File: config.mk
export PLATFORM = sky130hd
export DESIGN_NAME = main_decoder_flat
export DESIGN_NICKNAME = d
export VERILOG_FILES = /design/src/hdl/main_map_pkg.sv /design/src/hdl/main_bus_if.sv /design/src/hdl/main_decoder.sv /design/src/flat_wrapper.sv
export SDC_FILE = /design/constraint.sdc
export NUM_CORES = 1
export LEC_CHECK = 0
export BUFFER_PORTS_ARGS = -buffer_cell sky130_fd_sc_hd__buf_2
export CORE_ASPECT_RATIO = 0.75
export CORE_MARGIN = 2
export CORE_UTILIZATION = 33
export CTS_CLUSTER_DIAMETER = 150
export DETAILED_ROUTE_END_ITERATION = 8
export GPL_TIMING_DRIVEN = 0
export PLACE_DENSITY = 0.68
export REMOVE_ABC_BUFFERS = 1
export SETUP_SLACK_MARGIN = 0.5
export SLEW_MARGIN = 20
export SYNTH_ARGS = -nofsm -noshare
export SYNTH_HDL_FRONTEND = slang
export SYNTH_SLANG_ARGS = --single-unit
File: constraint.sdc
create_clock -name clk -period 1.95 [get_ports clk]
set_input_delay 0.585 -clock clk [delete_from_list [all_inputs] [get_ports clk]]
set_output_delay 0.585 -clock clk [all_outputs]
set_load 0.03 [all_outputs]
File: src/hdl/main_map_pkg.sv
// CPU bus widths, memory map bounds, region codes, ROM banking and I/O offsets
package main_map_pkg;

    localparam int addr_w     = 16;
    localparam int data_w     = 8;
    localparam int rom_aw     = 18;
    localparam int ram_aw     = 12;
    localparam int rom_bank_w = 4;
    localparam int rom_win_w  = 13;
    localparam int io_off_w   = 4;

    typedef enum logic [2:0] {
        reg_io,
        reg_gfx1,
        reg_gfx2,
        reg_pal,
        reg_ram,
        reg_rom_bank,
        reg_rom_fix,
        reg_none
    } region_e;

    // Region bounds, I/O starts at address zero
    localparam logic [addr_w-1:0] io_last        = 16'h000F;
    localparam logic [addr_w-1:0] gfx1_last      = 16'h07FF;
    localparam logic [addr_w-1:0] gfx2_last      = 16'h0FFF;
    localparam logic [addr_w-1:0] pal_first      = 16'h1000;
    localparam logic [addr_w-1:0] pal_last       = 16'h10FF;
    localparam logic [addr_w-1:0] ram_first      = 16'h1800;
    localparam logic [addr_w-1:0] ram_last       = 16'h27FF;
    localparam logic [addr_w-1:0] rom_bank_first = 16'h4000;
    localparam logic [addr_w-1:0] rom_fix_first  = 16'h6000;

    // Banked window lands above the fixed ROM image
    localparam logic [rom_aw-1:0] rom_bank_base = 18'h10000;

    localparam logic [io_off_w-1:0] io_rd_sys   = 4'h0;
    localparam logic [io_off_w-1:0] io_rd_joy1  = 4'h1;
    localparam logic [io_off_w-1:0] io_rd_joy2  = 4'h2;
    localparam logic [io_off_w-1:0] io_rd_dipa  = 4'h3;
    localparam logic [io_off_w-1:0] io_rd_dipb  = 4'h4;
    localparam logic [io_off_w-1:0] io_rd_dipc  = 4'h5;
    localparam logic [io_off_w-1:0] io_wr_snd   = 4'h8;
    localparam logic [io_off_w-1:0] io_wr_vbank = 4'h9;
    localparam logic [io_off_w-1:0] io_wr_prio  = 4'hA;
    localparam logic [io_off_w-1:0] io_wr_bank  = 4'hB;
    localparam logic [io_off_w-1:0] io_wr_iack  = 4'hC;

endpackage
File: src/hdl/main_bus_if.sv
// Decoder to slave bus with master and slave views
`timescale 1ns/1ns

interface main_bus_if;
    import main_map_pkg::*;

    logic [addr_w-1:0] adr;
    logic [data_w-1:0] dat_w;
    logic              we;
    logic              stb;
    logic [data_w-1:0] dat_r;
    logic              ack;

    // Decoder side
    modport master (
        output adr, dat_w, we, stb,
        input  dat_r, ack
    );

    // Slave sees a one cycle strobe and answers one cycle later
    modport slave (
        input  adr, dat_w, we, stb,
        output dat_r, ack
    );

endinterface

File: src/hdl/main_decoder.sv
// Address decoder with ROM banking, chip selects, read mux and Wishbone ack
`timescale 1ns/1ns

module main_decoder (
    input  logic                                clk,
    input  logic                                rst,
    // CPU side
    input  logic                                wb_cyc,
    input  logic                                wb_stb,
    input  logic                                wb_we,
    input  logic [main_map_pkg::addr_w-1:0]     wb_adr,
    input  logic [main_map_pkg::data_w-1:0]     wb_dat_w,
    output logic [main_map_pkg::data_w-1:0]     wb_dat_r,
    output logic                                wb_ack,
    // ROM
    output logic [main_map_pkg::rom_aw-1:0]     rom_addr,
    output logic                                rom_cs,
    input  logic [main_map_pkg::data_w-1:0]     rom_data,
    input  logic                                rom_ok,
    input  logic [main_map_pkg::rom_bank_w-1:0] rom_bank,
    // External chips
    output logic                                gfx1_cs,
    output logic                                gfx2_cs,
    output logic                                pal_cs,
    input  logic [main_map_pkg::data_w-1:0]     gfx1_dout,
    input  logic [main_map_pkg::data_w-1:0]     gfx2_dout,
    input  logic [main_map_pkg::data_w-1:0]     pal_dout,
    main_bus_if.master                          ram_bus,
    main_bus_if.master                          io_bus
);
    import main_map_pkg::*;

    region_e           region_d;
    region_e           region_q;
    logic              busy;
    logic              start;
    logic              own_stb;
    logic              own_ack;
    logic              rom_ack;
    logic              rom_hit;
    logic [data_w-1:0] rom_q;
    logic [rom_aw-1:0] rom_addr_d;

    function automatic region_e decode_region(input logic [addr_w-1:0] a);
        if (a <= io_last)
            return reg_io;
        else if (a <= gfx1_last)
            return reg_gfx1;
        else if (a <= gfx2_last)
            return reg_gfx2;
        else if (a >= pal_first && a <= pal_last)
            return reg_pal;
        else if (a >= ram_first && a <= ram_last)
            return reg_ram;
        else if (a >= rom_fix_first)
            return reg_rom_fix;
        else if (a >= rom_bank_first)
            return reg_rom_bank;
        return reg_none;
    endfunction

    // A new cycle starts only when nothing else is in flight
    assign start    = wb_cyc && wb_stb && !busy;
    assign region_d = decode_region(wb_adr);
    assign rom_hit  = rom_cs && rom_ok;

    always_comb begin
        if (region_d == reg_rom_bank)
            rom_addr_d = rom_bank_base + rom_aw'({rom_bank, wb_adr[rom_win_w-1:0]});
        else
            rom_addr_d = rom_aw'(wb_adr);
    end

    // Slaves latch address and data while the CPU holds them
    assign ram_bus.adr   = wb_adr;
    assign ram_bus.dat_w = wb_dat_w;
    assign ram_bus.we    = wb_we;
    assign io_bus.adr    = wb_adr;
    assign io_bus.dat_w  = wb_dat_w;
    assign io_bus.we     = wb_we;

    always_ff @(posedge clk) begin
        if (rst) begin
            busy        <= 1'b0;
            region_q    <= reg_none;
            ram_bus.stb <= 1'b0;
            io_bus.stb  <= 1'b0;
            own_stb     <= 1'b0;
            own_ack     <= 1'b0;
            rom_ack     <= 1'b0;
            rom_cs      <= 1'b0;
            gfx1_cs     <= 1'b0;
            gfx2_cs     <= 1'b0;
            pal_cs      <= 1'b0;
        end else begin
            ram_bus.stb <= start && region_d == reg_ram;
            io_bus.stb  <= start && region_d == reg_io;
            // External chips and holes get a fixed one cycle wait
            own_stb <= start && (region_d == reg_gfx1 || region_d == reg_gfx2 ||
                                 region_d == reg_pal  || region_d == reg_none);
            own_ack <= own_stb;
            rom_ack <= rom_hit;
            if (start) begin
                busy     <= 1'b1;
                region_q <= region_d;
                rom_cs   <= region_d == reg_rom_bank || region_d == reg_rom_fix;
                gfx1_cs  <= region_d == reg_gfx1;
                gfx2_cs  <= region_d == reg_gfx2;
                pal_cs   <= region_d == reg_pal;
            end else begin
                if (rom_hit)
                    rom_cs <= 1'b0;
                if (wb_ack) begin
                    busy    <= 1'b0;
                    gfx1_cs <= 1'b0;
                    gfx2_cs <= 1'b0;
                    pal_cs  <= 1'b0;
                end
            end
        end
    end

    // ROM address held for the whole fetch
    always_ff @(posedge clk) begin
        if (start)
            rom_addr <= rom_addr_d;
        if (rom_hit)
            rom_q <= rom_data;
    end

    assign wb_ack = ram_bus.ack || io_bus.ack || own_ack || rom_ack;

    always_comb begin
        case (region_q)
            reg_io:       wb_dat_r = io_bus.dat_r;
            reg_ram:      wb_dat_r = ram_bus.dat_r;
            reg_gfx1:     wb_dat_r = gfx1_dout;
            reg_gfx2:     wb_dat_r = gfx2_dout;
            reg_pal:      wb_dat_r = pal_dout;
            reg_rom_bank: wb_dat_r = rom_q;
            reg_rom_fix:  wb_dat_r = rom_q;
            default:      wb_dat_r = 8'hFF;
        endcase
    end

endmodule

File: src/flat_wrapper.sv
// flat-port wrapper written by rule: the top's interface ports become plain ports
module main_decoder_flat import main_map_pkg::*;
  (clk, rst, wb_cyc, wb_stb, wb_we, wb_adr, wb_dat_w, wb_dat_r, wb_ack, rom_addr, rom_cs, rom_data, rom_ok, rom_bank, gfx1_cs, gfx2_cs, pal_cs, gfx1_dout, gfx2_dout, pal_dout, ram_bus_adr, ram_bus_dat_w, ram_bus_we, ram_bus_stb, ram_bus_dat_r, ram_bus_ack, io_bus_adr, io_bus_dat_w, io_bus_we, io_bus_stb, io_bus_dat_r, io_bus_ack);
  main_bus_if ram_bus_i ();
  main_bus_if io_bus_i ();
  input  logic clk;
  input  logic rst;
  input  logic wb_cyc;
  input  logic wb_stb;
  input  logic wb_we;
  input  logic [main_map_pkg::addr_w-1:0] wb_adr;
  input  logic [main_map_pkg::data_w-1:0] wb_dat_w;
  output logic [main_map_pkg::data_w-1:0] wb_dat_r;
  output logic wb_ack;
  output logic [main_map_pkg::rom_aw-1:0] rom_addr;
  output logic rom_cs;
  input  logic [main_map_pkg::data_w-1:0] rom_data;
  input  logic rom_ok;
  input  logic [main_map_pkg::rom_bank_w-1:0] rom_bank;
  output logic gfx1_cs;
  output logic gfx2_cs;
  output logic pal_cs;
  input  logic [main_map_pkg::data_w-1:0] gfx1_dout;
  input  logic [main_map_pkg::data_w-1:0] gfx2_dout;
  input  logic [main_map_pkg::data_w-1:0] pal_dout;
  output wire logic [$bits(ram_bus_i.adr)-1:0] ram_bus_adr;
  output wire logic [$bits(ram_bus_i.dat_w)-1:0] ram_bus_dat_w;
  output wire logic [$bits(ram_bus_i.we)-1:0] ram_bus_we;
  output wire logic [$bits(ram_bus_i.stb)-1:0] ram_bus_stb;
  input wire logic [$bits(ram_bus_i.dat_r)-1:0] ram_bus_dat_r;
  input wire logic [$bits(ram_bus_i.ack)-1:0] ram_bus_ack;
  output wire logic [$bits(io_bus_i.adr)-1:0] io_bus_adr;
  output wire logic [$bits(io_bus_i.dat_w)-1:0] io_bus_dat_w;
  output wire logic [$bits(io_bus_i.we)-1:0] io_bus_we;
  output wire logic [$bits(io_bus_i.stb)-1:0] io_bus_stb;
  input wire logic [$bits(io_bus_i.dat_r)-1:0] io_bus_dat_r;
  input wire logic [$bits(io_bus_i.ack)-1:0] io_bus_ack;
  assign ram_bus_adr = ram_bus_i.adr;
  assign ram_bus_dat_w = ram_bus_i.dat_w;
  assign ram_bus_we = ram_bus_i.we;
  assign ram_bus_stb = ram_bus_i.stb;
  assign ram_bus_i.dat_r = ram_bus_dat_r;
  assign ram_bus_i.ack = ram_bus_ack;
  assign io_bus_adr = io_bus_i.adr;
  assign io_bus_dat_w = io_bus_i.dat_w;
  assign io_bus_we = io_bus_i.we;
  assign io_bus_stb = io_bus_i.stb;
  assign io_bus_i.dat_r = io_bus_dat_r;
  assign io_bus_i.ack = io_bus_ack;
  main_decoder u_core (.clk(clk), .rst(rst), .wb_cyc(wb_cyc), .wb_stb(wb_stb), .wb_we(wb_we), .wb_adr(wb_adr), .wb_dat_w(wb_dat_w), .wb_dat_r(wb_dat_r), .wb_ack(wb_ack), .rom_addr(rom_addr), .rom_cs(rom_cs), .rom_data(rom_data), .rom_ok(rom_ok), .rom_bank(rom_bank), .gfx1_cs(gfx1_cs), .gfx2_cs(gfx2_cs), .pal_cs(pal_cs), .gfx1_dout(gfx1_dout), .gfx2_dout(gfx2_dout), .pal_dout(pal_dout), .ram_bus(ram_bus_i), .io_bus(io_bus_i));
endmodule
# Yosys cells after proc, flatten, opt, wreduce, memory -nomap -nowiden
# Index checks and enable logic that the tools add are counted.
# totals
n_memories	0
input_bits	84
wordCells	82
mem_bits_rw	0
latch_bits	0
mem_bits_ro	0
ff_bits	39
# op_classes
bitwise_logic	0
n_div	0
add_sub_neg	1
multipliers	0
shift	0
muxes	24
n_reduce_logical	21
n_lt_le_gt_ge	9
n_eq_ne	13
# ops
cell	count
8-bit one-hot mux with 6 select lines	1
16-bit by 13-bit greater-or-equal comparator with 1-bit output, second input constant	2
16-bit by 15-bit greater-or-equal comparator with 1-bit output, second input constant	2
3-bit 2-to-1 mux	8
3-bit equality test, second input constant	7
17-bit by 17-bit adder with 18-bit output, first input constant	1
16-bit by 11-bit <= comparator with 1-bit output, second input constant	1
16-bit by 12-bit <= comparator with 1-bit output, second input constant	1
16-bit by 13-bit <= comparator with 1-bit output, second input constant	1
16-bit by 14-bit <= comparator with 1-bit output, second input constant	1
16-bit by 4-bit <= comparator with 1-bit output, second input constant	1
16-bit 2-to-1 mux	1
1-bit 2-to-1 mux	14
3-bit by 2-bit equality test with 1-bit output, second input constant	4
1-bit logical AND	8
1-bit logical OR	7
3-bit by 1-bit equality test with 1-bit output, second input constant	2
3-bit logical NOT	2
2-bit nonzero test	2
2-bit OR reduction	1
1-bit logical NOT	1

# Logic depth before layout (Yosys ltp)
# Gate-level depths: netlist of the first run.
# depth
ltp_word	14
ltp_mapped	6

# Least setup slack after synthesis of the first run
# No wires, ideal clock.
# synth_path
path_type	reg2out
from	register u_core.region_q[1]
to	output port wb_dat_r[2] (netlist bit)
path_buffers	3
arrival_ns	1.754
stages_incl_launch_ff	6
slack_ns	-0.389
required_time_ns	1.365
cell_sequence	dfxtp_1 > buf_2 > buf_2 > clkbuf_1 > a31oi_1 > o21ai_0
# synth_via
elab_chain_len	3
# synth_rtl
item	line_no	source
start: declaration	main_decoder.sv:34	region_e region_q;
start signal: assignment	main_decoder.sv:85	region_q <= reg_none;
start signal: assignment	main_decoder.sv:105	region_q <= region_d;
3-bit equality test	main_decoder.sv:134	case (region_q)
2-bit OR reduction (no line)	-	
8-bit one-hot mux with 6 select lines (*)	main_decoder.sv:134	
end: declaration	flat_wrapper.sv:13	output logic [main_map_pkg::data_w-1:0] wb_dat_r;
# Mark *: on every way between the ends. The rest lies on a longest branch, timed or not.

# Worst setup path after layout of the first run
# layout_path
from	register u_core.region_q[1]
to	output port wb_dat_r[6] (netlist bit)
# The elaborated chain is that of the path after synthesis.

==> flow_metrics.env, run 1 <==
export IMPL_rsz0062_at_grt="yes"
export IMPL_clock_sinks=39
export IMPL_grt_pass1_vias=1788
export IMPL_cts_root_buf="clkbuf_8"
export IMPL_tightest_slew_ns=0.4211
export IMPL_grtUsageTotal_pct=15.47
export IMPL_synth_cell_types=44
export IMPL_final_hold_viol_count=0
export IMPL_cap_violations=0
export IMPL_die_w_um=99.10
export IMPL_ys_ff_latch=39
export IMPL_crit_arrival_ns=1.57
export IMPL_total_power_mw=2.404
export IMPL_grt_max_degree=17
export IMPL_wl_um=6809
export IMPL_start_util_pct=34.74
export IMPL_slew_viol_final=0
export IMPL_clk_latency_ns=0.29
export IMPL_holdWs_ns=0.4666
export IMPL_setup_ws_ns=-0.2084
export IMPL_min_path_type="in2reg"
export IMPL_status="complete, but fails checks"
export IMPL_fin_util_pct=57.61
export IMPL_route_vias_total=2048
export IMPL_drt_pass1_iter_count=4
export IMPL_stdcell_count=412
export IMPL_clkSlewWorstSetupHoldPaths_ns=0.08
export IMPL_die_h_um=75.33
export IMPL_cts_path_max_buffers=2
export IMPL_regArea_um2=1052
export IMPL_largest_register_ff_count=18
export IMPL_powerDensity_nw_per_um2=647.5
export IMPL_routabilityCongestion=0.7055
export IMPL_dp_cells=370
export IMPL_fillerInstances=551
export IMPL_grt_ovfl_total=0
export IMPL_drc=0
export IMPL_slew_headroom_pct=71.93
export IMPL_p_leak_nw=1.618
export IMPL_syn2layout_area_growth_pct=65.85
export IMPL_ios=167
export IMPL_cts_tree="yes"
export IMPL_finClkSkew_ns=0.005446
export IMPL_fmax_ghz=0.4633
export IMPL_hold_buffers=0
export IMPL_antenna_found_initial=0
export IMPL_dr_first_iter_drc_count=77
export IMPL_final_cell_mix="buf_2, buf_6, buf_4"
export IMPL_end_kind="output port"
export IMPL_final_common_cell="buf_2"
export IMPL_top_register="u_core.rom_addr"
export IMPL_fin_crit_ns=2.158
export IMPL_setup_violations=8
export IMPL_num_antenna_cells=0
export IMPL_hpwl_um=4047
export IMPL_reg_top3="u_core.rom_addr (18), u_core.rom_q (8), u_core.region_q (3)"
export IMPL_cts_made_buffers=5
export IMPL_grt_pass1_wl_um=9032
export IMPL_htreeDepth=2
export IMPL_synthCells=210
export IMPL_placed_area_um2=2609
export IMPL_core_rowCount=25
export IMPL_dieArea_um2=7465
export IMPL_via_per_inst=4.971
export IMPL_peakVddDrop_uv=390.1
export IMPL_synth_seq_area_share_pct=46.51
export IMPL_multi_input_area_um2=959.7
export IMPL_finalCritPeriodShare_pct=110.7
export IMPL_violations="negative setup slack"
export IMPL_required_ns=1.36
export IMPL_wire_per_inst_um=16.53
export IMPL_ys_warn_count=0
export IMPL_path_max_fanout=5
export IMPL_syn_avg_cell_area_um2=10.66
export IMPL_stdcell_area_um2=3712
export IMPL_netlist_area_um2=2238
export IMPL_nets=414
export IMPL_drtAntennaViolNets=0
export IMPL_crit_path_start_kind="register"
export IMPL_io_buffers=139
export IMPL_worstSetupPathType="reg2out"
export IMPL_drive_gt1_share_pct=67.67
export IMPL_core_um2=6444
cells in the mapped netlist (all sizes together):
cell | number | area [um^2]
buf | 58 | 419.2
edfxtp | 26 | 780.8
nor2 | 15 | 56.30
dfxtp | 13 | 260.3
o21ai | 9 | 48.80
a22o | 6 | 52.55
mux2i | 6 | 60.06
nand2 | 6 | 22.52
inv | 5 | 18.77
nor3 | 5 | 25.02
a21oi | 4 | 20.02
a22oi | 4 | 30.03
a31oi | 4 | 25.02
maj3 | 4 | 40.04
mux2 | 4 | 45.04
nor2b | 4 | 25.02
a31o | 3 | 26.28
nand3 | 3 | 15.01
a211o | 2 | 17.52
and2 | 2 | 12.51
clkbuf | 2 | 7.510
mux4 | 2 | 45.04
nand2b | 2 | 12.51
nor4b | 2 | 17.52
o211ai | 2 | 15.01
o221ai | 2 | 17.52
o22ai | 2 | 12.51
a211oi | 1 | 12.51
a32o | 1 | 10.01
a41o | 1 | 10.01
and4 | 1 | 8.760
nand3b | 1 | 7.510
nor4 | 1 | 6.260
nor4bb | 1 | 10.01
o21bai | 1 | 7.510
o31a | 1 | 8.760
o41ai | 1 | 8.760
or2 | 1 | 6.260
or3 | 1 | 6.260
or4 | 1 | 7.510
stage by stage:
stage,setup TNS (ns),setup WS [ns]
after floorplan,-2.464,-0.4594
after global placement,-4.242,-0.5189
after detailed placement,-4.892,-0.5352
after CTS,-1.471,-0.2141
after global routing,-1.844,-0.2776
final,-1.364,-0.2084
critical path, cell delays in order (launching register included):
cell and delay (ns):
dfxtp_4 0.39, buf_6 0.14, mux2_4 0.30, o221ai_2 0.16, o211ai_1 0.11, buf_4 0.18
repair_timing:
| item | CTS | global route |
|---|---|---|
| cloned | 1 | 0 |
| resized for setup | 132 | 88 |
| setup buffers | 25 | 8 |
| setup endpoints to repair | 72 | 68 |
| pin swaps | 19 | 13 |
cell families (layout without fill, tap and decap cells):
logic type	after synthesis	after routing	synth area share [%]
compound gates	44	44	14.42
buf+inv	65	186	19.90
mux	12	12	6.707
simple gates	46	46	10.68
flops	39	39	46.51
fa+ha+maj	4	4	1.789
final timing paths:
path                                          from         endpoint  slack (ns)  cells past startpoint
worst min register to register      u_core.own_stb   u_core.own_ack        0.47                      1
worst max-delay path            u_core.region_q[1]      wb_dat_r[6]       -0.21                      5
worst min-delay path                   rom_data[6]  u_core.rom_q[6]        0.47                      1
worst max register to register         u_core.busy    u_core.rom_cs        0.49                      7
layout make-up:
cell class,instances,area share [%]
Inverter,5,0.6067
Sequential cell,39,28.35
Clock inverter,3,1.820
Timing Repair Buffer,172,38.59
Multi-Input combinational cell,106,25.85
Clock buffer,5,1.854
Timing Repair inverter,1,0.2022
Tap cell,81,2.730
routing by layer:
metal	up-vias	GRT usage [%]	share of wire, %	wire length [um]
met5	-	0	0	0
met4	0	3.196	0.60	41
met3	7	5.505	6.3	430
met2	78	25.68	51	3455
met1	1000	19.92	42	2881
li1	963	-	-	-
where the power goes:
group,leakage [nW],internal (mW),total (mW),switching [mW]
Combinational,1.21,0.330,0.668,0.337
Clock,0.0644,0.510,0.806,0.296
Sequential,0.345,0.910,0.930,0.0197
Note: power is estimated with default switching activity, not from simulation.
==> run 2: changes to the inputs <==
--- a/config.mk
+++ b/config.mk
@@ -11,10 +11,12 @@
 export CORE_UTILIZATION = 33
 export CTS_CLUSTER_DIAMETER = 150
 export DETAILED_ROUTE_END_ITERATION = 8
+export GPL_ROUTABILITY_DRIVEN = 0
 export GPL_TIMING_DRIVEN = 0
 export PLACE_DENSITY = 0.68
 export REMOVE_ABC_BUFFERS = 1
 export SETUP_SLACK_MARGIN = 0.5
+export SKIP_CTS_REPAIR_TIMING = 1
 export SLEW_MARGIN = 20
 export SYNTH_ARGS = -nofsm -noshare
 export SYNTH_HDL_FRONTEND = slang
==> run 2 against run 1 <==
Compared with the run above: the run still ends with negative setup slack left; critical path depth unchanged; maximum frequency increased by 0.22%; count of clock-buffer cells in the layout unchanged.
==> flow_metrics.env, run 2 (synthesized netlist as in run 1, its figures left out) <==
export IMPL_ios=167
export IMPL_grt_max_degree=29
export IMPL_slew_headroom_pct=72.43
export IMPL_tightest_slew_ns=0.4135
export IMPL_grt_pass1_wl_um=7707
export IMPL_clock_sinks=39
export IMPL_start_util_pct=34.74
export IMPL_worstSetupPathType="reg2out"
export IMPL_route_vias_total=1938
export IMPL_p_leak_nw=1.537
export IMPL_cpPeakStageDelay_ns=0.48
export IMPL_powerDensity_nw_per_um2=668.8
export IMPL_num_antenna_cells=0
export IMPL_final_common_cell="buf_2"
export IMPL_wl_um=6151
export IMPL_largest_register_ff_count=18
export IMPL_dr_first_iter_drc_count=46
export IMPL_min_path_type="reg2reg"
export IMPL_core_rowCount=25
export IMPL_cap_violations=0
export IMPL_cts_tree="yes"
export IMPL_syn2layout_area_growth_pct=56.57
export IMPL_die_h_um=75.33
export IMPL_dieArea_um2=7465
export IMPL_finalCritPeriodShare_pct=110.4
export IMPL_antenna_found_initial=0
export IMPL_clkSlewWorstSetupHoldPaths_ns=0.08
export IMPL_placed_area_um2=2609
export IMPL_htreeDepth=2
export IMPL_crit_arrival_ns=1.57
export IMPL_grt_ovfl_total=0
export IMPL_clk_latency_ns=0.29
export IMPL_nets=402
export IMPL_grtUsageTotal_pct=12.95
export IMPL_drtAntennaViolNets=0
export IMPL_fillerInstances=560
export IMPL_cts_path_max_buffers=2
export IMPL_cts_root_buf="clkbuf_8"
export IMPL_stdcell_area_um2=3505
export IMPL_finClkSkew_ns=0.01014
export IMPL_setup_tns_ns=-1.287
export IMPL_drc=0
export IMPL_critPathTopFamily="multiplexers"
export IMPL_path_max_fanout=4
export IMPL_final_hold_viol_count=0
export IMPL_fin_crit_ns=2.154
export IMPL_setup_violations=8
export IMPL_end_kind="output port"
export IMPL_hpwl_um=4047
export IMPL_cts_made_buffers=5
export IMPL_die_w_um=99.10
export IMPL_peakVddDrop_uv=387.9
export IMPL_setup_ws_ns=-0.2036
export IMPL_wire_per_inst_um=15.38
export IMPL_total_power_mw=2.344
export IMPL_slew_viol_final=0
export IMPL_violations="negative setup slack"
export IMPL_via_per_inst=4.845
export IMPL_slowest_stage="mux4_2"
export IMPL_required_ns=1.36
export IMPL_final_cell_mix="buf_2, buf_6, buf_4"
export IMPL_path_buf_inv=2
export IMPL_core_um2=6444
export IMPL_reg_top3="u_core.rom_addr (18), u_core.rom_q (8), u_core.region_q (3)"
export IMPL_drt_pass1_iter_count=4
export IMPL_preCtsSetupSlack_ns=-0.5352
export IMPL_grt_pass1_vias=1557
export IMPL_fmax_ghz=0.4643
export IMPL_status="complete, but fails checks"
export IMPL_crit_path_start_kind="register"
export IMPL_rsz0062_at_grt="yes"
export IMPL_drive_gt1_share_pct=66.14
export IMPL_top_register="u_core.rom_addr"
export IMPL_io_buffers=139
export IMPL_crit_chain="buf_12 -> mux4_2 -> nand2_1 -> o21ai_1 -> buf_4"
-- run 2: final timing paths --
kind	startpoint	to	slack [ns]	cells after the start
max	u_core.region_q[0]	wb_dat_r[0]	-0.20	5
min reg2reg	u_core.own_stb	u_core.own_ack	0.47	1
max reg2reg	u_core.busy	u_core.rom_cs	0.49	7
min	u_core.own_stb	u_core.own_ack	0.47	1
-- run 2: final cells by class --
type,instances,area [um^2],share of cell area [%]
Inverter,5,22.52,0.6426
Timing Repair inverter,1,7.507,0.2142
Timing Repair Buffer,160,1267,36.17
Sequential cell,39,1052,30.03
Clock buffer,5,68.82,1.964
Multi-Input combinational cell,106,917.1,26.17
Clock inverter,3,67.56,1.928
Tap cell,81,101.3,2.892
-- run 2: stage by stage --
step | std cells | util [%] | hold WS [ns]
detailed placement | 370 | 40.49 | 0.4386
global placement | 370 | 40.49 | 0.4309
global route | 400 | 54.39 | 0.4591
floorplan | 150 | - | 0.4138
finish | 400 | 54.39 | 0.4662
CTS | 378 | 42.60 | 0.4599
-- run 2: layer usage --
layer  vias to the layer above  global-route usage, %  wire length, um
met5                         -                      0                0
met4                         0                  3.196               27
met3                         5                  5.413              403
met2                        74                  20.50             2988
met1                       923                  16.73             2731
li1                        936                      -                -
-- run 2: power by group --
part / internal, mW / switching, mW / leakage [nW] / total, mW
clock: 0.510 / 0.288 / 0.0644 / 0.799
combinational: 0.297 / 0.322 / 1.13 / 0.618
sequential: 0.910 / 0.0164 / 0.345 / 0.926
-- run 2: worst register-to-register path, cell delays in order, from the launching register on --
cell        delay (ns)
dfxtp_1           0.33
nand3b_1          0.12
buf_6             0.16
buf_4             0.15
clkinvlp_4        0.10
buf_4             0.16
nor4b_1           0.27
a41o_1            0.13
