===== config.mk =====
export PLATFORM = sky130hd
export DESIGN_NAME = main_io_flat
export DESIGN_NICKNAME = d
export VERILOG_FILES = /design/src/hdl/main_io_pkg.sv /design/src/hdl/main_map_pkg.sv /design/src/hdl/main_bus_if.sv /design/src/hdl/main_io.sv /design/src/flat_wrapper.sv
export SDC_FILE = /design/constraint.sdc
export NUM_CORES = 1
export LEC_CHECK = 0
export BUFFER_PORTS_ARGS = -buffer_cell sky130_fd_sc_hd__buf_2
export CAP_MARGIN = 10
export CORE_AREA = 8 8 72 74
export CTS_CLUSTER_DIAMETER = 100
export CTS_CLUSTER_SIZE = 8
export DETAILED_ROUTE_END_ITERATION = 10
export DIE_AREA = 0 0 80 82
export PLACE_DENSITY = 0.74
export SLEW_MARGIN = 10
export SYNTH_ARGS = -nofsm -noshare
export SYNTH_HDL_FRONTEND = slang
export SYNTH_SLANG_ARGS = --single-unit

===== constraint.sdc =====
create_clock -name clk -period 1.75 [get_ports clk]
set_clock_uncertainty 0.1 [all_clocks]
set_input_delay 0.0875 -clock clk [delete_from_list [all_inputs] [get_ports clk]]
set_output_delay 0.0875 -clock clk [all_outputs]
set_load 0.02 [all_outputs]

===== src/hdl/main_io_pkg.sv =====
// Cabinet input and DIP switch structs with the input port byte layouts
package main_io_pkg;

    typedef struct packed {
        logic       pad;
        logic [5:0] joy2;
        logic [5:0] joy1;
        logic       service;
        logic [1:0] coin;
        logic [1:0] start;
    } cabinet_t;

    typedef struct packed {
        logic       pause;
        logic [3:0] dip_c;
        logic [7:0] dip_b;
        logic [7:0] dip_a;
    } dip_t;

    // Coin in 1:0, start in 3:2, service in 4, unused bits read as ones
    function automatic logic [7:0] sys_byte(input cabinet_t c);
        return {3'b111, c.service, c.start, c.coin};
    endfunction

    // Joysticks are six bits wide, top two bits float high
    function automatic logic [7:0] joy_byte(input logic [5:0] j);
        return {2'b11, j};
    endfunction

endpackage


===== src/hdl/main_map_pkg.sv =====
// CPU bus widths, memory map bounds, region codes, ROM banking and I/O offsets
package main_map_pkg;

    localparam int addr_w     = 16;
    localparam int data_w     = 8;
    localparam int rom_aw     = 18;
    localparam int ram_aw     = 12;
    localparam int rom_bank_w = 4;
    localparam int rom_win_w  = 13;
    localparam int io_off_w   = 4;

    typedef enum logic [2:0] {
        reg_io,
        reg_gfx1,
        reg_gfx2,
        reg_pal,
        reg_ram,
        reg_rom_bank,
        reg_rom_fix,
        reg_none
    } region_e;

    // Region bounds, I/O starts at address zero
    localparam logic [addr_w-1:0] io_last        = 16'h000F;
    localparam logic [addr_w-1:0] gfx1_last      = 16'h07FF;
    localparam logic [addr_w-1:0] gfx2_last      = 16'h0FFF;
    localparam logic [addr_w-1:0] pal_first      = 16'h1000;
    localparam logic [addr_w-1:0] pal_last       = 16'h10FF;
    localparam logic [addr_w-1:0] ram_first      = 16'h1800;
    localparam logic [addr_w-1:0] ram_last       = 16'h27FF;
    localparam logic [addr_w-1:0] rom_bank_first = 16'h4000;
    localparam logic [addr_w-1:0] rom_fix_first  = 16'h6000;

    // Banked window lands above the fixed ROM image
    localparam logic [rom_aw-1:0] rom_bank_base = 18'h10000;

    localparam logic [io_off_w-1:0] io_rd_sys   = 4'h0;
    localparam logic [io_off_w-1:0] io_rd_joy1  = 4'h1;
    localparam logic [io_off_w-1:0] io_rd_joy2  = 4'h2;
    localparam logic [io_off_w-1:0] io_rd_dipa  = 4'h3;
    localparam logic [io_off_w-1:0] io_rd_dipb  = 4'h4;
    localparam logic [io_off_w-1:0] io_rd_dipc  = 4'h5;
    localparam logic [io_off_w-1:0] io_wr_snd   = 4'h8;
    localparam logic [io_off_w-1:0] io_wr_vbank = 4'h9;
    localparam logic [io_off_w-1:0] io_wr_prio  = 4'hA;
    localparam logic [io_off_w-1:0] io_wr_bank  = 4'hB;
    localparam logic [io_off_w-1:0] io_wr_iack  = 4'hC;

endpackage

===== src/hdl/main_bus_if.sv =====
// Decoder to slave bus with master and slave views
`timescale 1ns/1ns

interface main_bus_if;
    import main_map_pkg::*;

    logic [addr_w-1:0] adr;
    logic [data_w-1:0] dat_w;
    logic              we;
    logic              stb;
    logic [data_w-1:0] dat_r;
    logic              ack;

    // Decoder side
    modport master (
        output adr, dat_w, we, stb,
        input  dat_r, ack
    );

    // Slave sees a one cycle strobe and answers one cycle later
    modport slave (
        input  adr, dat_w, we, stb,
        output dat_r, ack
    );

endinterface


===== src/hdl/main_io.sv =====
// Input port reads, output latches, sound interrupt and vblank interrupt
`timescale 1ns/1ns

module main_io (
    input  logic                                clk,
    input  logic                                rst,
    input  main_io_pkg::cabinet_t               cab,
    input  main_io_pkg::dip_t                   dip,
    input  logic                                gfx_irqn,
    main_bus_if.slave                           bus,
    output logic [main_map_pkg::data_w-1:0]     snd_latch,
    output logic                                snd_irq,
    output logic [main_map_pkg::data_w-1:0]     video_bank,
    output logic                                prio_latch,
    output logic [main_map_pkg::rom_bank_w-1:0] rom_bank,
    output logic                                irq
);
    import main_map_pkg::*;
    import main_io_pkg::*;

    logic [io_off_w-1:0] offs;
    logic [data_w-1:0]   rd_data;
    logic                wr;
    logic                irqn_q;
    logic                irq_fall;

    assign offs = bus.adr[io_off_w-1:0];
    assign wr   = bus.stb && bus.we;

    always_comb begin
        case (offs)
            io_rd_sys:  rd_data = sys_byte(cab);
            io_rd_joy1: rd_data = joy_byte(cab.joy1);
            io_rd_joy2: rd_data = joy_byte(cab.joy2);
            io_rd_dipa: rd_data = dip.dip_a;
            io_rd_dipb: rd_data = dip.dip_b;
            io_rd_dipc: rd_data = {4'hF, dip.dip_c};
            default:    rd_data = 8'hFF;
        endcase
    end

    always_ff @(posedge clk) begin
        if (bus.stb)
            bus.dat_r <= rd_data;
    end

    // Latches change at the strobe so the new value shows in the ack cycle
    always_ff @(posedge clk) begin
        if (rst) begin
            bus.ack    <= 1'b0;
            snd_latch  <= '0;
            snd_irq    <= 1'b0;
            video_bank <= '0;
            prio_latch <= 1'b0;
            rom_bank   <= '0;
        end else begin
            bus.ack <= bus.stb && !bus.ack;
            // Sound CPU gets its pulse right after the ack
            snd_irq <= bus.ack && bus.we && offs == io_wr_snd;
            if (wr) begin
                case (offs)
                    io_wr_snd:   snd_latch  <= bus.dat_w;
                    io_wr_vbank: video_bank <= bus.dat_w;
                    io_wr_prio:  prio_latch <= bus.dat_w[0];
                    io_wr_bank:  rom_bank   <= bus.dat_w[rom_bank_w-1:0];
                    default:     ;
                endcase
            end
        end
    end

    // Vblank edge detect, masked while paused
    assign irq_fall = irqn_q && !gfx_irqn && dip.pause;

    always_ff @(posedge clk) begin
        if (rst) begin
            irqn_q <= 1'b1;
            irq    <= 1'b0;
        end else begin
            irqn_q <= gfx_irqn;
            // A fresh edge wins over an acknowledge in the same cycle
            if (irq_fall)
                irq <= 1'b1;
            else if (wr && offs == io_wr_iack)
                irq <= 1'b0;
        end
    end

endmodule


===== src/flat_wrapper.sv =====
// flat-port wrapper written by rule: the top's interface ports become plain ports
module main_io_flat import main_map_pkg::*; import main_io_pkg::*;
  (clk, rst, cab, dip, gfx_irqn, snd_latch, snd_irq, video_bank, prio_latch, rom_bank, irq, bus_adr, bus_dat_w, bus_we, bus_stb, bus_dat_r, bus_ack);
  main_bus_if bus_i ();
  input  logic clk;
  input  logic rst;
  input  main_io_pkg::cabinet_t cab;
  input  main_io_pkg::dip_t dip;
  input  logic gfx_irqn;
  output logic [main_map_pkg::data_w-1:0] snd_latch;
  output logic snd_irq;
  output logic [main_map_pkg::data_w-1:0] video_bank;
  output logic prio_latch;
  output logic [main_map_pkg::rom_bank_w-1:0] rom_bank;
  output logic irq;
  input wire logic [$bits(bus_i.adr)-1:0] bus_adr;
  input wire logic [$bits(bus_i.dat_w)-1:0] bus_dat_w;
  input wire logic [$bits(bus_i.we)-1:0] bus_we;
  input wire logic [$bits(bus_i.stb)-1:0] bus_stb;
  output wire logic [$bits(bus_i.dat_r)-1:0] bus_dat_r;
  output wire logic [$bits(bus_i.ack)-1:0] bus_ack;
  assign bus_i.adr = bus_adr;
  assign bus_i.dat_w = bus_dat_w;
  assign bus_i.we = bus_we;
  assign bus_i.stb = bus_stb;
  assign bus_dat_r = bus_i.dat_r;
  assign bus_ack = bus_i.ack;
  main_io u_core (.clk(clk), .rst(rst), .cab(cab), .dip(dip), .gfx_irqn(gfx_irqn), .bus(bus_i), .snd_latch(snd_latch), .snd_irq(snd_irq), .video_bank(video_bank), .prio_latch(prio_latch), .rom_bank(rom_bank), .irq(irq));
endmodule

# Yosys cells after proc, flatten, opt, wreduce, memory -nomap -nowiden
# Index checks and enable logic that the tools add are counted.
# W data, S select, Z words.
dict set report classes {
  n_eq_ne 10
  reduce_logical 15
  n_mux 3
}
# op n
set ops {}
lappend ops {{$pmux W8 S6} 1}
lappend ops {{$eq A4 B4 Y1 const B} 5}
lappend ops {{$eq A4 B2 Y1 const B} 2}
lappend ops {{$eq A4 B3 Y1 const B} 2}
lappend ops {{$reduce_and A2 Y1} 4}
lappend ops {{$logic_and A1 B1 Y1} 7}
lappend ops {{$eq A4 B1 Y1 const B} 1}
lappend ops {{$logic_not A4 Y1} 1}
lappend ops {{$logic_not A1 Y1} 2}
lappend ops {{$mux W1} 2}
lappend ops {{$reduce_bool A2 Y1} 1}
dict set report word_totals {
  out_inout_bits 32
  wordCells 37
  input_bits 68
  regBits 33
}

# Logic depth before layout (Yosys ltp)
# Gate-level depths: netlist (run 1).
dict set report logic_depth {
  depth_word 4
  depth_mapped 5
}

# Worst setup path before layout (run 1)
# No wires, ideal clock.
dict set report synth_timing {
  kind {input to register}
  from {in bus_adr[0]}
  to {reg u_core.bus.dat_r[2] (data pin)}
  slack_ps 476
  t_arrival_ps 903
  setup_time_ps 271
  cell_stages 5
  path_cell_list {clkbuf_2 -> buf_6 -> mux2_2 -> o21ai_0 -> o211ai_1}
}
dict set report synth_between {
  elab_chain_cells 2
}
# item line_no
set synth_rtl {}
lappend synth_rtl {{from (decl)} flat_wrapper.sv:16} ;# input wire logic [$bits(bus_i.adr)-1:0] bus_adr;
lappend synth_rtl {{$eq A4 B3 Y1 (tied with other cells)} main_io.sv:31} ;# case (offs)
lappend synth_rtl {{$pmux W8 S6 (*)} main_io.sv:31}
lappend synth_rtl {{via u_core.rd_data[2]} main_io.sv:22} ;# logic [data_w-1:0] rd_data;
lappend synth_rtl {{to (signal assigned)} main_io.sv:44} ;# bus.dat_r <= rd_data;
lappend synth_rtl {{to (decl)} main_bus_if.sv:23} ;# output dat_r, ack
# Mark *: on every way through the listed nets, which the timed path passes. The rest lies on a longest branch.
# A chain may end at the register's enable or synchronous reset.

# Worst setup path after layout (run 1)
dict set report layout_timing {
  from {in bus_we}
  to {reg u_core.snd_latch[6] (netlist bit)}
}
dict set report layout_between {
  elab_chain_cells 2
}
# item line_no
set layout_rtl {}
lappend layout_rtl {{from (decl)} flat_wrapper.sv:18} ;# input wire logic [$bits(bus_i.we)-1:0] bus_we;
lappend layout_rtl {{$logic_and A1 B1 Y1} main_io.sv:28} ;# assign wr = bus.stb && bus.we;
lappend layout_rtl {{$reduce_and A2 Y1 (no source line)} n/a}
lappend layout_rtl {{to (signal assigned)} main_io.sv:62} ;# io_wr_snd: snd_latch <= bus.dat_w;
lappend layout_rtl {{to (decl)} main_io.sv:11} ;# output logic [main_map_pkg::data_w-1:0] snd_latch,
# No other way between the ends.

==> impl_metrics.env, run 1 <==
export IMPL_synth_async_reset_ratio_pct=0
export IMPL_crit_buf_inv=2
export IMPL_crit_fanout=8
export IMPL_synth_yosys_seq_area_share_pct=44.71
export IMPL_synth_cells=161
export IMPL_ys_seq_elements=33
export IMPL_postRouteWirelength_um=4529
export IMPL_ys_top_cells_by_count="nand2b_1, dfxtp_1, mux2i_1, edfxtp_1, nand2_1"
export IMPL_whs_ns=0.003509
export IMPL_seqCellArea_um2=740.7
export IMPL_synth_simple_area_share_pct=22.66
export IMPL_root_buffer="clkbuf_8"
export IMPL_synth_most_common_cell="nand2b_1"
export IMPL_timing_rr_end="u_core.snd_irq"
export IMPL_drt_iter0_markers=77
export IMPL_synthDistinctLibCells=36
export IMPL_die_area_um2=6560
export IMPL_cts_buffers=5
export IMPL_cp_end_kind="flop"
export IMPL_path_class="primary input to flop"
export IMPL_grt_pass1_vias=1486
export IMPL_setup_viol=0
export IMPL_diodes=0
export IMPL_clkSinkCount=33
export IMPL_p_leak_nw=1.084
export IMPL_cts_buffer_depth=2
export IMPL_reg2reg_depth=2
export IMPL_clock_latency_ns=0.27
export IMPL_critPathSlowestCell="or3_1"
export IMPL_hp_class="primary input to flop"
export IMPL_required_ns=1.80
export IMPL_grt_start_max_net_pins=34
export IMPL_num_nets_final=320
export IMPL_cp_slowest_stage_delay_ns=0.56
export IMPL_place_congestion=0.7939
export IMPL_rsz0062_at_grt="no"
export IMPL_yosysWarnings=0
export IMPL_hpwlAfterDp_um=3529
export IMPL_crit_end="u_core.snd_latch[6]"
export IMPL_floorplan_rows=24
export IMPL_synth_area_top_cells="dfxtp_1, edfxtp_1, mux2i_1, nand2b_1, mux2_2"
export IMPL_status="finished clean"
export IMPL_synth_edf_count=8
export IMPL_tritoncts="built"
export IMPL_min_period_ns=1.560
export IMPL_track_usage_pct=13.74
export IMPL_path_cells="dlygate4sd3_1, buf_2, nand4b_1, or3_1, mux2i_1"
export IMPL_yosysTopAreaCell="dfxtp_1"
export IMPL_synthMuxAreaShare_pct=18.05
export IMPL_grt_pass1_wl_um=7072
export IMPL_synth_fa_ha_area_share_pct=0
export IMPL_synth_top_family_by_area="simple AND/OR/NAND/NOR gates"
export IMPL_power_per_cell_area_nw_per_um2=763.0
export IMPL_via_per_inst=4.846
export IMPL_synth_top_area_share_pct=30.21
export IMPL_timing_setup_tns_ns=0
export IMPL_fmax_ghz=0.6409
export IMPL_drv_cap=0
export IMPL_multi_input_area_um2=842.1
export IMPL_synth_compound_area_share_pct=10.12
export IMPL_synthFlopType="dfxtp_1"
export IMPL_start_util_pct=39.98
export IMPL_drive_above_1_share_pct=41.11
export IMPL_htreeDepth=2
export IMPL_synth_xor_area_share_pct=0
export IMPL_start_kind="primary input"
export IMPL_crit_arrival_ns=1.61
export IMPL_wl_per_cell_um=14.85
export IMPL_vias=1478
export IMPL_ant_nets=0
export IMPL_pin_count=100
export IMPL_fillers=392
export IMPL_syn_avg_cell_area_um2=10.29
export IMPL_numPortBuffers=86
export IMPL_peakVddDrop_mv=0.3967
export IMPL_syn_area_um2=1657
export IMPL_synth_nets=229
export IMPL_slew_violations=0
export IMPL_clk_pin_slew_worst_paths_ns=0.07
export IMPL_fp_dieW_um=80
export IMPL_cp_depth=5
export IMPL_final_util_pct=55.25
export IMPL_timing_final_crit_share_pct=89.15
export IMPL_antenna_found_initial=0
export IMPL_reg2reg_slack_ns=0.69
export IMPL_r2r_start="u_core.bus.ack"
export IMPL_area_growth_pct=38.22
export IMPL_slew_headroom_pct=66.03
export IMPL_crit_path_start="bus_we"
export IMPL_worstMarginPinSlew_ns=0.5096
export IMPL_grt_overflow=0
export IMPL_drc=0
export IMPL_crit_family="buffers and inverters"
export IMPL_dr_pass1_iters=4
export IMPL_core_area_um2=4144
export IMPL_finalHoldViolCount=0
export IMPL_die_h_um=82
layout by cell type, fill, tap and decap left out, types with 4 or more instances in the layout:
| master | instances |
|---|---|
| nand2_1 | 6 |
| buf_2 | 86 |
| mux2i_1 | 22 |
| nand2b_1 | 33 |
| edfxtp_1 | 8 |
| clkbuf_8 | 6 |
| mux2_2 | 5 |
| nor2_1 | 4 |
| o21ai_0 | 5 |
| nor2b_1 | 4 |
| dlygate4sd3_1 | 7 |
| dfxtp_1 | 25 |
worst min path at each step:
stage | cells after the start | from | to
after detailed placement | 2 | gfx_irqn | u_core.irqn_q
after global placement | 2 | gfx_irqn | u_core.irqn_q
final | 3 | bus_dat_w[6] | u_core.video_bank[6]
after floorplan | 1 | gfx_irqn | u_core.irqn_q
after CTS | 3 | bus_dat_w[6] | u_core.video_bank[6]
after global routing | 3 | bus_dat_w[6] | u_core.video_bank[6]
final cells by class:
| type | instances | area share [%] |
|---|---|---|
| sequential | 33 | 32.35 |
| tap | 52 | 2.842 |
| timing repair buffer | 96 | 22.84 |
| clock buffer | 8 | 4.863 |
| multi-input combinational | 114 | 36.78 |
| inverter | 2 | 0.3279 |
worst min-delay path, cell delays in order:
cell      delay [ns]
buf_2           0.10
nand2b_1        0.08
mux2i_1         0.07
report_power, final:
group          leakage [nW]  internal, mW  switching, mW
logic                 0.745         0.130          0.130
registers             0.282         0.806        0.00644
clock network        0.0566         0.407          0.269
total                  1.08          1.34          0.405
sequential cells by signal (all words and copies together), names as in the netlist:
signal / cells
u_core.bus.ack: 1
u_core.irqn_q: 1
u_core.bus.dat_r: 8
u_core.video_bank: 8
u_core.irq: 1
u_core.prio_latch: 1
u_core.snd_latch: 8
u_core.rom_bank: 4
u_core.snd_irq: 1
per-layer routing:
layer / vias to the layer above / track usage, % / wire [µm]
met4: 0 / 6.182 / 76
met3: 4 / 4.376 / 276
li1: 750 / - / -
met2: 42 / 23.44 / 2295
met5: - / 0 / 0
met1: 682 / 15.36 / 1880
what timing repair did:
action	4_1_cts	5_1_grt
endpoints found under the hold margin	7	0
resized for setup	0	0
buffers inserted	0	0
hold buffers	7	0
through the flow:
step	worst slack (ns)	cell area [µm²]	instances	power (mW)
floorplan	0.4761	1657	161	0.9720
global placement	0.2831	2108	290	1.073
detailed placement	0.2424	2108	290	1.079
CTS	0.1930	2290	305	1.766
global route	0.1546	2290	305	1.832
finish	0.1898	2290	305	1.747
cells by family (layout without fill, tap and decap cells):
group           Yosys count  after routing
compound gates           24             24
buf+inv                  14            106
flops                    33             33
mux                      28             28
simple gates             62             62
Note: power is estimated with default switching activity, not from simulation.
==> inputs of run 2 (changes only) <==
ABC_AREA = 1   (was default)
MAX_ROUTING_LAYER = met4   (was default)
PLACE_DENSITY = 0.76   (was 0.74)
==> impl_metrics.env, run 2 <==
export IMPL_status="finished clean"
export IMPL_final_util_pct=58.79
export IMPL_path_class="primary input to flop"
export IMPL_post_cts_resized=0
export IMPL_required_ns=1.87
export IMPL_fp_dieW_um=80
export IMPL_dp_cells=397
export IMPL_cts_buffer_depth=2
export IMPL_fmax_ghz=0.7415
export IMPL_clkSinkCount=33
export IMPL_synth_nets=333
export IMPL_diodes=0
export IMPL_grt_pass1_vias=1919
export IMPL_antenna_found_initial=0
export IMPL_drive_above_1_share_pct=29.04
export IMPL_start_kind="primary input"
export IMPL_synth_xor_area_share_pct=0
export IMPL_slew_violations=0
export IMPL_synth_area_top_cells="dfxtp_1, nand2_1, edfxtp_1, nand3_1, nor2_1"
export IMPL_die_area_um2=6560
export IMPL_synth_edf_count=8
export IMPL_grt_start_max_net_pins=26
export IMPL_grt_pass1_wl_um=8556
export IMPL_wl_per_cell_um=12.65
export IMPL_rsz0062_at_grt="no"
export IMPL_cp_end_kind="flop"
export IMPL_core_area_um2=4144
export IMPL_pin_count=100
export IMPL_synthMuxAreaShare_pct=0
export IMPL_p_leak_nw=1.350
export IMPL_root_buffer="clkbuf_8"
export IMPL_final_cells=417
export IMPL_yosysTopAreaCell="dfxtp_1"
export IMPL_synth_yosys_seq_area_share_pct=42.81
export IMPL_numPortBuffers=86
export IMPL_drc=0
export IMPL_synth_fa_ha_area_share_pct=0
export IMPL_synth_cells=265
export IMPL_vias=1996
export IMPL_synthFlopType="dfxtp_1"
export IMPL_crit_arrival_ns=1.47
export IMPL_hp_class="primary input to flop"
export IMPL_ys_top_cells_by_count="nand2_1, nor2_1, nand3_1, inv_1, dfxtp_1"
export IMPL_synth_compound_area_share_pct=2.892
export IMPL_synth_async_reset_ratio_pct=0
export IMPL_worstMarginPinSlew_ns=0.8210
export IMPL_postRouteWirelength_um=5273
export IMPL_timing_final_crit_share_pct=77.07
export IMPL_die_h_um=82
export IMPL_syn_avg_cell_area_um2=6.530
export IMPL_num_nets_final=432
export IMPL_synth_simple_area_share_pct=44.25
export IMPL_track_usage_pct=16.67
export IMPL_setup_viol=0
export IMPL_fillers=412
export IMPL_timing_setup_tns_ns=0
export IMPL_power_per_cell_area_nw_per_um2=736.8
export IMPL_min_period_ns=1.349
export IMPL_floorplan_rows=24
export IMPL_cts_buffers=5
export IMPL_start_util_pct=41.76
export IMPL_seqCellArea_um2=740.7
export IMPL_synth_most_common_cell="nand2_1"
export IMPL_peakVddDrop_mv=0.6998
export IMPL_tritoncts="built"
export IMPL_final_cell_mix="buf_2, nand2_1, nor2_1, nand3_1, inv_1"
export IMPL_drv_cap=0
export IMPL_synth_top_family_by_area="simple AND/OR/NAND/NOR gates"
export IMPL_ant_nets=0
export IMPL_yosysWarnings=0
export IMPL_top_regs="u_core.bus.dat_r: 8 flops, u_core.snd_latch: 8 flops, u_core.video_bank: 8 flops"
export IMPL_whs_ns=0.06176
export IMPL_synth_top_area_share_pct=28.92
export IMPL_finalHoldViolCount=0
export IMPL_ys_seq_elements=33
export IMPL_slew_headroom_pct=45.21
export IMPL_place_congestion=0.8599
export IMPL_crit_fanout=10
export IMPL_power_mw=1.795
export IMPL_via_per_inst=4.787
export IMPL_area_growth_pct=40.78
export IMPL_layout_commonest_cell="buf_2"
export IMPL_multi_input_area_um2=818.3
export IMPL_htreeDepth=2
export IMPL_synthDistinctLibCells=17
export IMPL_clk_pin_slew_worst_paths_ns=0.07
export IMPL_clock_latency_ns=0.27
export IMPL_dr_pass1_iters=5
export IMPL_grt_overflow=0
export IMPL_hpwlAfterDp_um=3908
export IMPL_drt_iter0_markers=187
export IMPL_syn_area_um2=1730
==> run 2: cell count changes after synthesis, sizes merged, moves of 5 or more <==
cell / previous run / this run
a21oi: 3 / 10
inv: 2 / 30
mux2: 5 / 0
mux2i: 22 / 0
nand2: 6 / 70
nand2b: 33 / 0
nand3: 3 / 48
nor2: 4 / 59
o21ai: 5 / 0
==> run 2: through the flow <==
stage / cell area [µm²] / setup slack (ns)
3_5_place_dp: 2202 / -0.1107
3_3_place_gp: 2202 / -0.03653
2_1_floorplan: 1730 / 0.7826
6_report: 2436 / 0.4013
5_1_grt: 2436 / 0.3003
4_1_cts: 2434 / 0.1516
==> run 2: path summary, 6_finish.rpt <==
path | startpoint | endpoint | slack [ns] | depth (start not counted)
hold / removal | dip[7] | u_core.bus.dat_r[7] | 0.06 | 5
setup / recovery | bus_adr[1] | u_core.snd_irq | 0.40 | 6
setup reg to reg | u_core.bus.ack | u_core.snd_irq | 0.49 | 3
hold reg to reg | u_core.bus.ack | u_core.bus.ack | 0.35 | 1
==> run 2: logic make-up (layout without fill, tap and decap cells) <==
group	count (synthesis)	count (layout)
buffers and inverters	41	141
DFF	33	33
AOI/OAI and AO/OA	10	10
and+or+nand+nor	181	181
==> run 2: what timing repair did <==
action / CTS / global route
setup buffers: 0 / 0
endpoints found under the hold margin: 11 / 0
endpoints found under the setup margin: 0 / 0
hold buffers: 12 / 0
==> run 2: critical path: stages <==
cell and delay, ns:
buf_2 0.13, nor2_2 0.27, buf_4 0.24, nand4_1 0.10, nor2_1 0.10, dlygate4sd3_1 0.54
==> run 2: cell type report <==
class,count,area share (%)
tap,52,2.671
timing repair buffer,103,24.14
multi-input combinational,191,33.59
sequential,33,30.41
inverter,30,4.622
clock buffer,8,4.571
==> run 2: power by group <==
group	leakage (nW)	total [mW]	internal, mW	switching (mW)
Sequential	0.282	0.820	0.812	0.00814
Clock	0.0566	0.680	0.407	0.273
Combinational	1.01	0.295	0.118	0.177
Total	1.35	1.80	1.34	0.459
==> run 2: routing by layer <==
| metal | wire length (µm) | part of all wire (%) | track usage (%) |
|---|---|---|---|
| met5 | 0 | 0 | - |
| met4 | 25 | 0.47 | 4.727 |
| met3 | 349 | 6.6 | 3.501 |
| met2 | 2710 | 51 | 30.23 |
| met1 | 2187 | 41 | 17.86 |
==> inputs of run 3 (changes only) <==
ABC_AREA = 0   (was 1)
CORE_AREA = 8 8 75 77   (was 8 8 72 74)
DIE_AREA = 0 0 83 85   (was 0 0 80 82)
PLACE_DENSITY = 0.71   (was 0.76)
clock period = 1.19 ns   (was 1.75 ns; I/O delays follow)
==> impl_metrics.env, run 3 (synthesized netlist as in run 1, its figures left out) <==
export IMPL_status="finished with violations"
export IMPL_violations="negative hold slack"
export IMPL_path_class="primary input to flop"
export IMPL_final_cell_mix="buf_2, nand2b_1, dfxtp_1, mux2i_1, dlygate4sd3_1"
export IMPL_wl_per_cell_um=15.02
export IMPL_pin_count=100
export IMPL_antenna_found_initial=1
export IMPL_hpwlAfterDp_um=3642
export IMPL_required_ns=1.12
export IMPL_die_area_um2=7055
export IMPL_clkSinkCount=33
export IMPL_timing_setup_tns_ns=0
export IMPL_num_nets_final=341
export IMPL_via_per_inst=4.832
export IMPL_layout_commonest_cell="buf_2"
export IMPL_start_util_pct=36.52
export IMPL_track_usage_pct=13.95
export IMPL_grt_overflow=0
export IMPL_final_util_pct=54.29
export IMPL_drv_cap=0
export IMPL_cts_buffers=5
export IMPL_core_area_um2=4536
export IMPL_clk_pin_slew_worst_paths_ns=0.07
export IMPL_worst_slack_ns=0.07389
export IMPL_place_congestion=0.7553
export IMPL_design_area_um2=2462
export IMPL_die_h_um=85
export IMPL_place_ws_ns=-0.1437
export IMPL_slew_headroom_pct=82.86
export IMPL_drc=0
export IMPL_peakVddDrop_mv=0.5980
export IMPL_post_cts_resized=0
export IMPL_fp_dieW_um=83
export IMPL_min_period_ns=1.116
export IMPL_crit_arrival_ns=1.05
export IMPL_setup_viol=0
export IMPL_postCtsSetupRepairBufs=0
export IMPL_htreeDepth=2
export IMPL_worstMarginPinSlew_ns=0.2565
export IMPL_start_kind="primary input"
export IMPL_cp_end_kind="flop"
export IMPL_top_regs="u_core.bus.dat_r: 8 flops, u_core.snd_latch: 8 flops, u_core.video_bank: 8 flops"
export IMPL_grt_pass1_wl_um=7872
export IMPL_area_growth_pct=48.64
export IMPL_p_leak_nw=1.176
export IMPL_hold_buffers=13
export IMPL_numPortBuffers=86
export IMPL_grt_start_max_net_pins=30
export IMPL_cts_buffer_depth=2
export IMPL_finalHoldViolCount=1
export IMPL_vias=1585
export IMPL_power_per_cell_area_nw_per_um2=1016
export IMPL_slew_violations=0
export IMPL_dr_pass1_iters=4
export IMPL_tritoncts="built"
export IMPL_hp_class="primary input to flop"
export IMPL_crit_fanout=1
export IMPL_drt_iter0_markers=61
export IMPL_ant_nets=0
export IMPL_whs_ns=-0.03489
export IMPL_clock_latency_ns=0.28
export IMPL_floorplan_rows=25
export IMPL_drive_above_1_share_pct=42.86
export IMPL_grt_pass1_vias=1648
export IMPL_root_buffer="clkbuf_8"
export IMPL_postRouteWirelength_um=4928
export IMPL_rsz0062_at_grt="no"
export IMPL_timing_final_crit_share_pct=93.79
export IMPL_fmax_ghz=0.8960
export IMPL_placed_cell_area_um2=2211
run 3: metrics by stage:
step | total power [mW] | cells
after floorplan | 1.436 | 161
after global placement | 1.609 | 304
after detailed placement | 1.614 | 304
after CTS | 2.520 | 324
after global routing | 2.631 | 328
final | 2.502 | 328
run 3: area by class of cell:
class	count	area, µm²
repair buffers	117	703.2
well taps	54	67.56
diodes	1	2.502
multi-input cells	114	852.1
flip-flops and latches	33	740.7
inverters	2	7.507
clock buffers	6	82.58
fillers	418	2073
clock inverters	1	6.256
run 3: metal layers:
layer  up-vias  share of wire [%]  GRT usage, %
met3         4                9.1         6.322
li1        796                  -             -
met5         -                  0             -
met1       712                 44         15.77
met2        73                 46         21.71
met4         0               0.63         3.994
run 3: path summary, 6_finish.rpt:
| path | start | end | slack [ns] | depth (start not counted) |
|---|---|---|---|---|
| worst min register to register | u_core.bus.ack | u_core.bus.ack | 0.34 | 1 |
| worst max-delay path | dip[7] | u_core.bus.dat_r[7] | 0.07 | 4 |
| worst max register to register | u_core.bus.ack | u_core.snd_irq | 0.09 | 2 |
| worst min-delay path | rst | u_core.snd_irq | -0.03 | 3 |
run 3: report_power, final:
part	total [mW]	switching [mW]	internal (mW)
clock	0.874	0.415	0.459
sequential	1.19	0.0102	1.18
combinational	0.434	0.202	0.232
run 3: critical path, cell delays in order:
cell and delay, ns:
dlygate4sd3_1 0.53, buf_2 0.12, o32ai_1 0.26, nand2_1 0.08
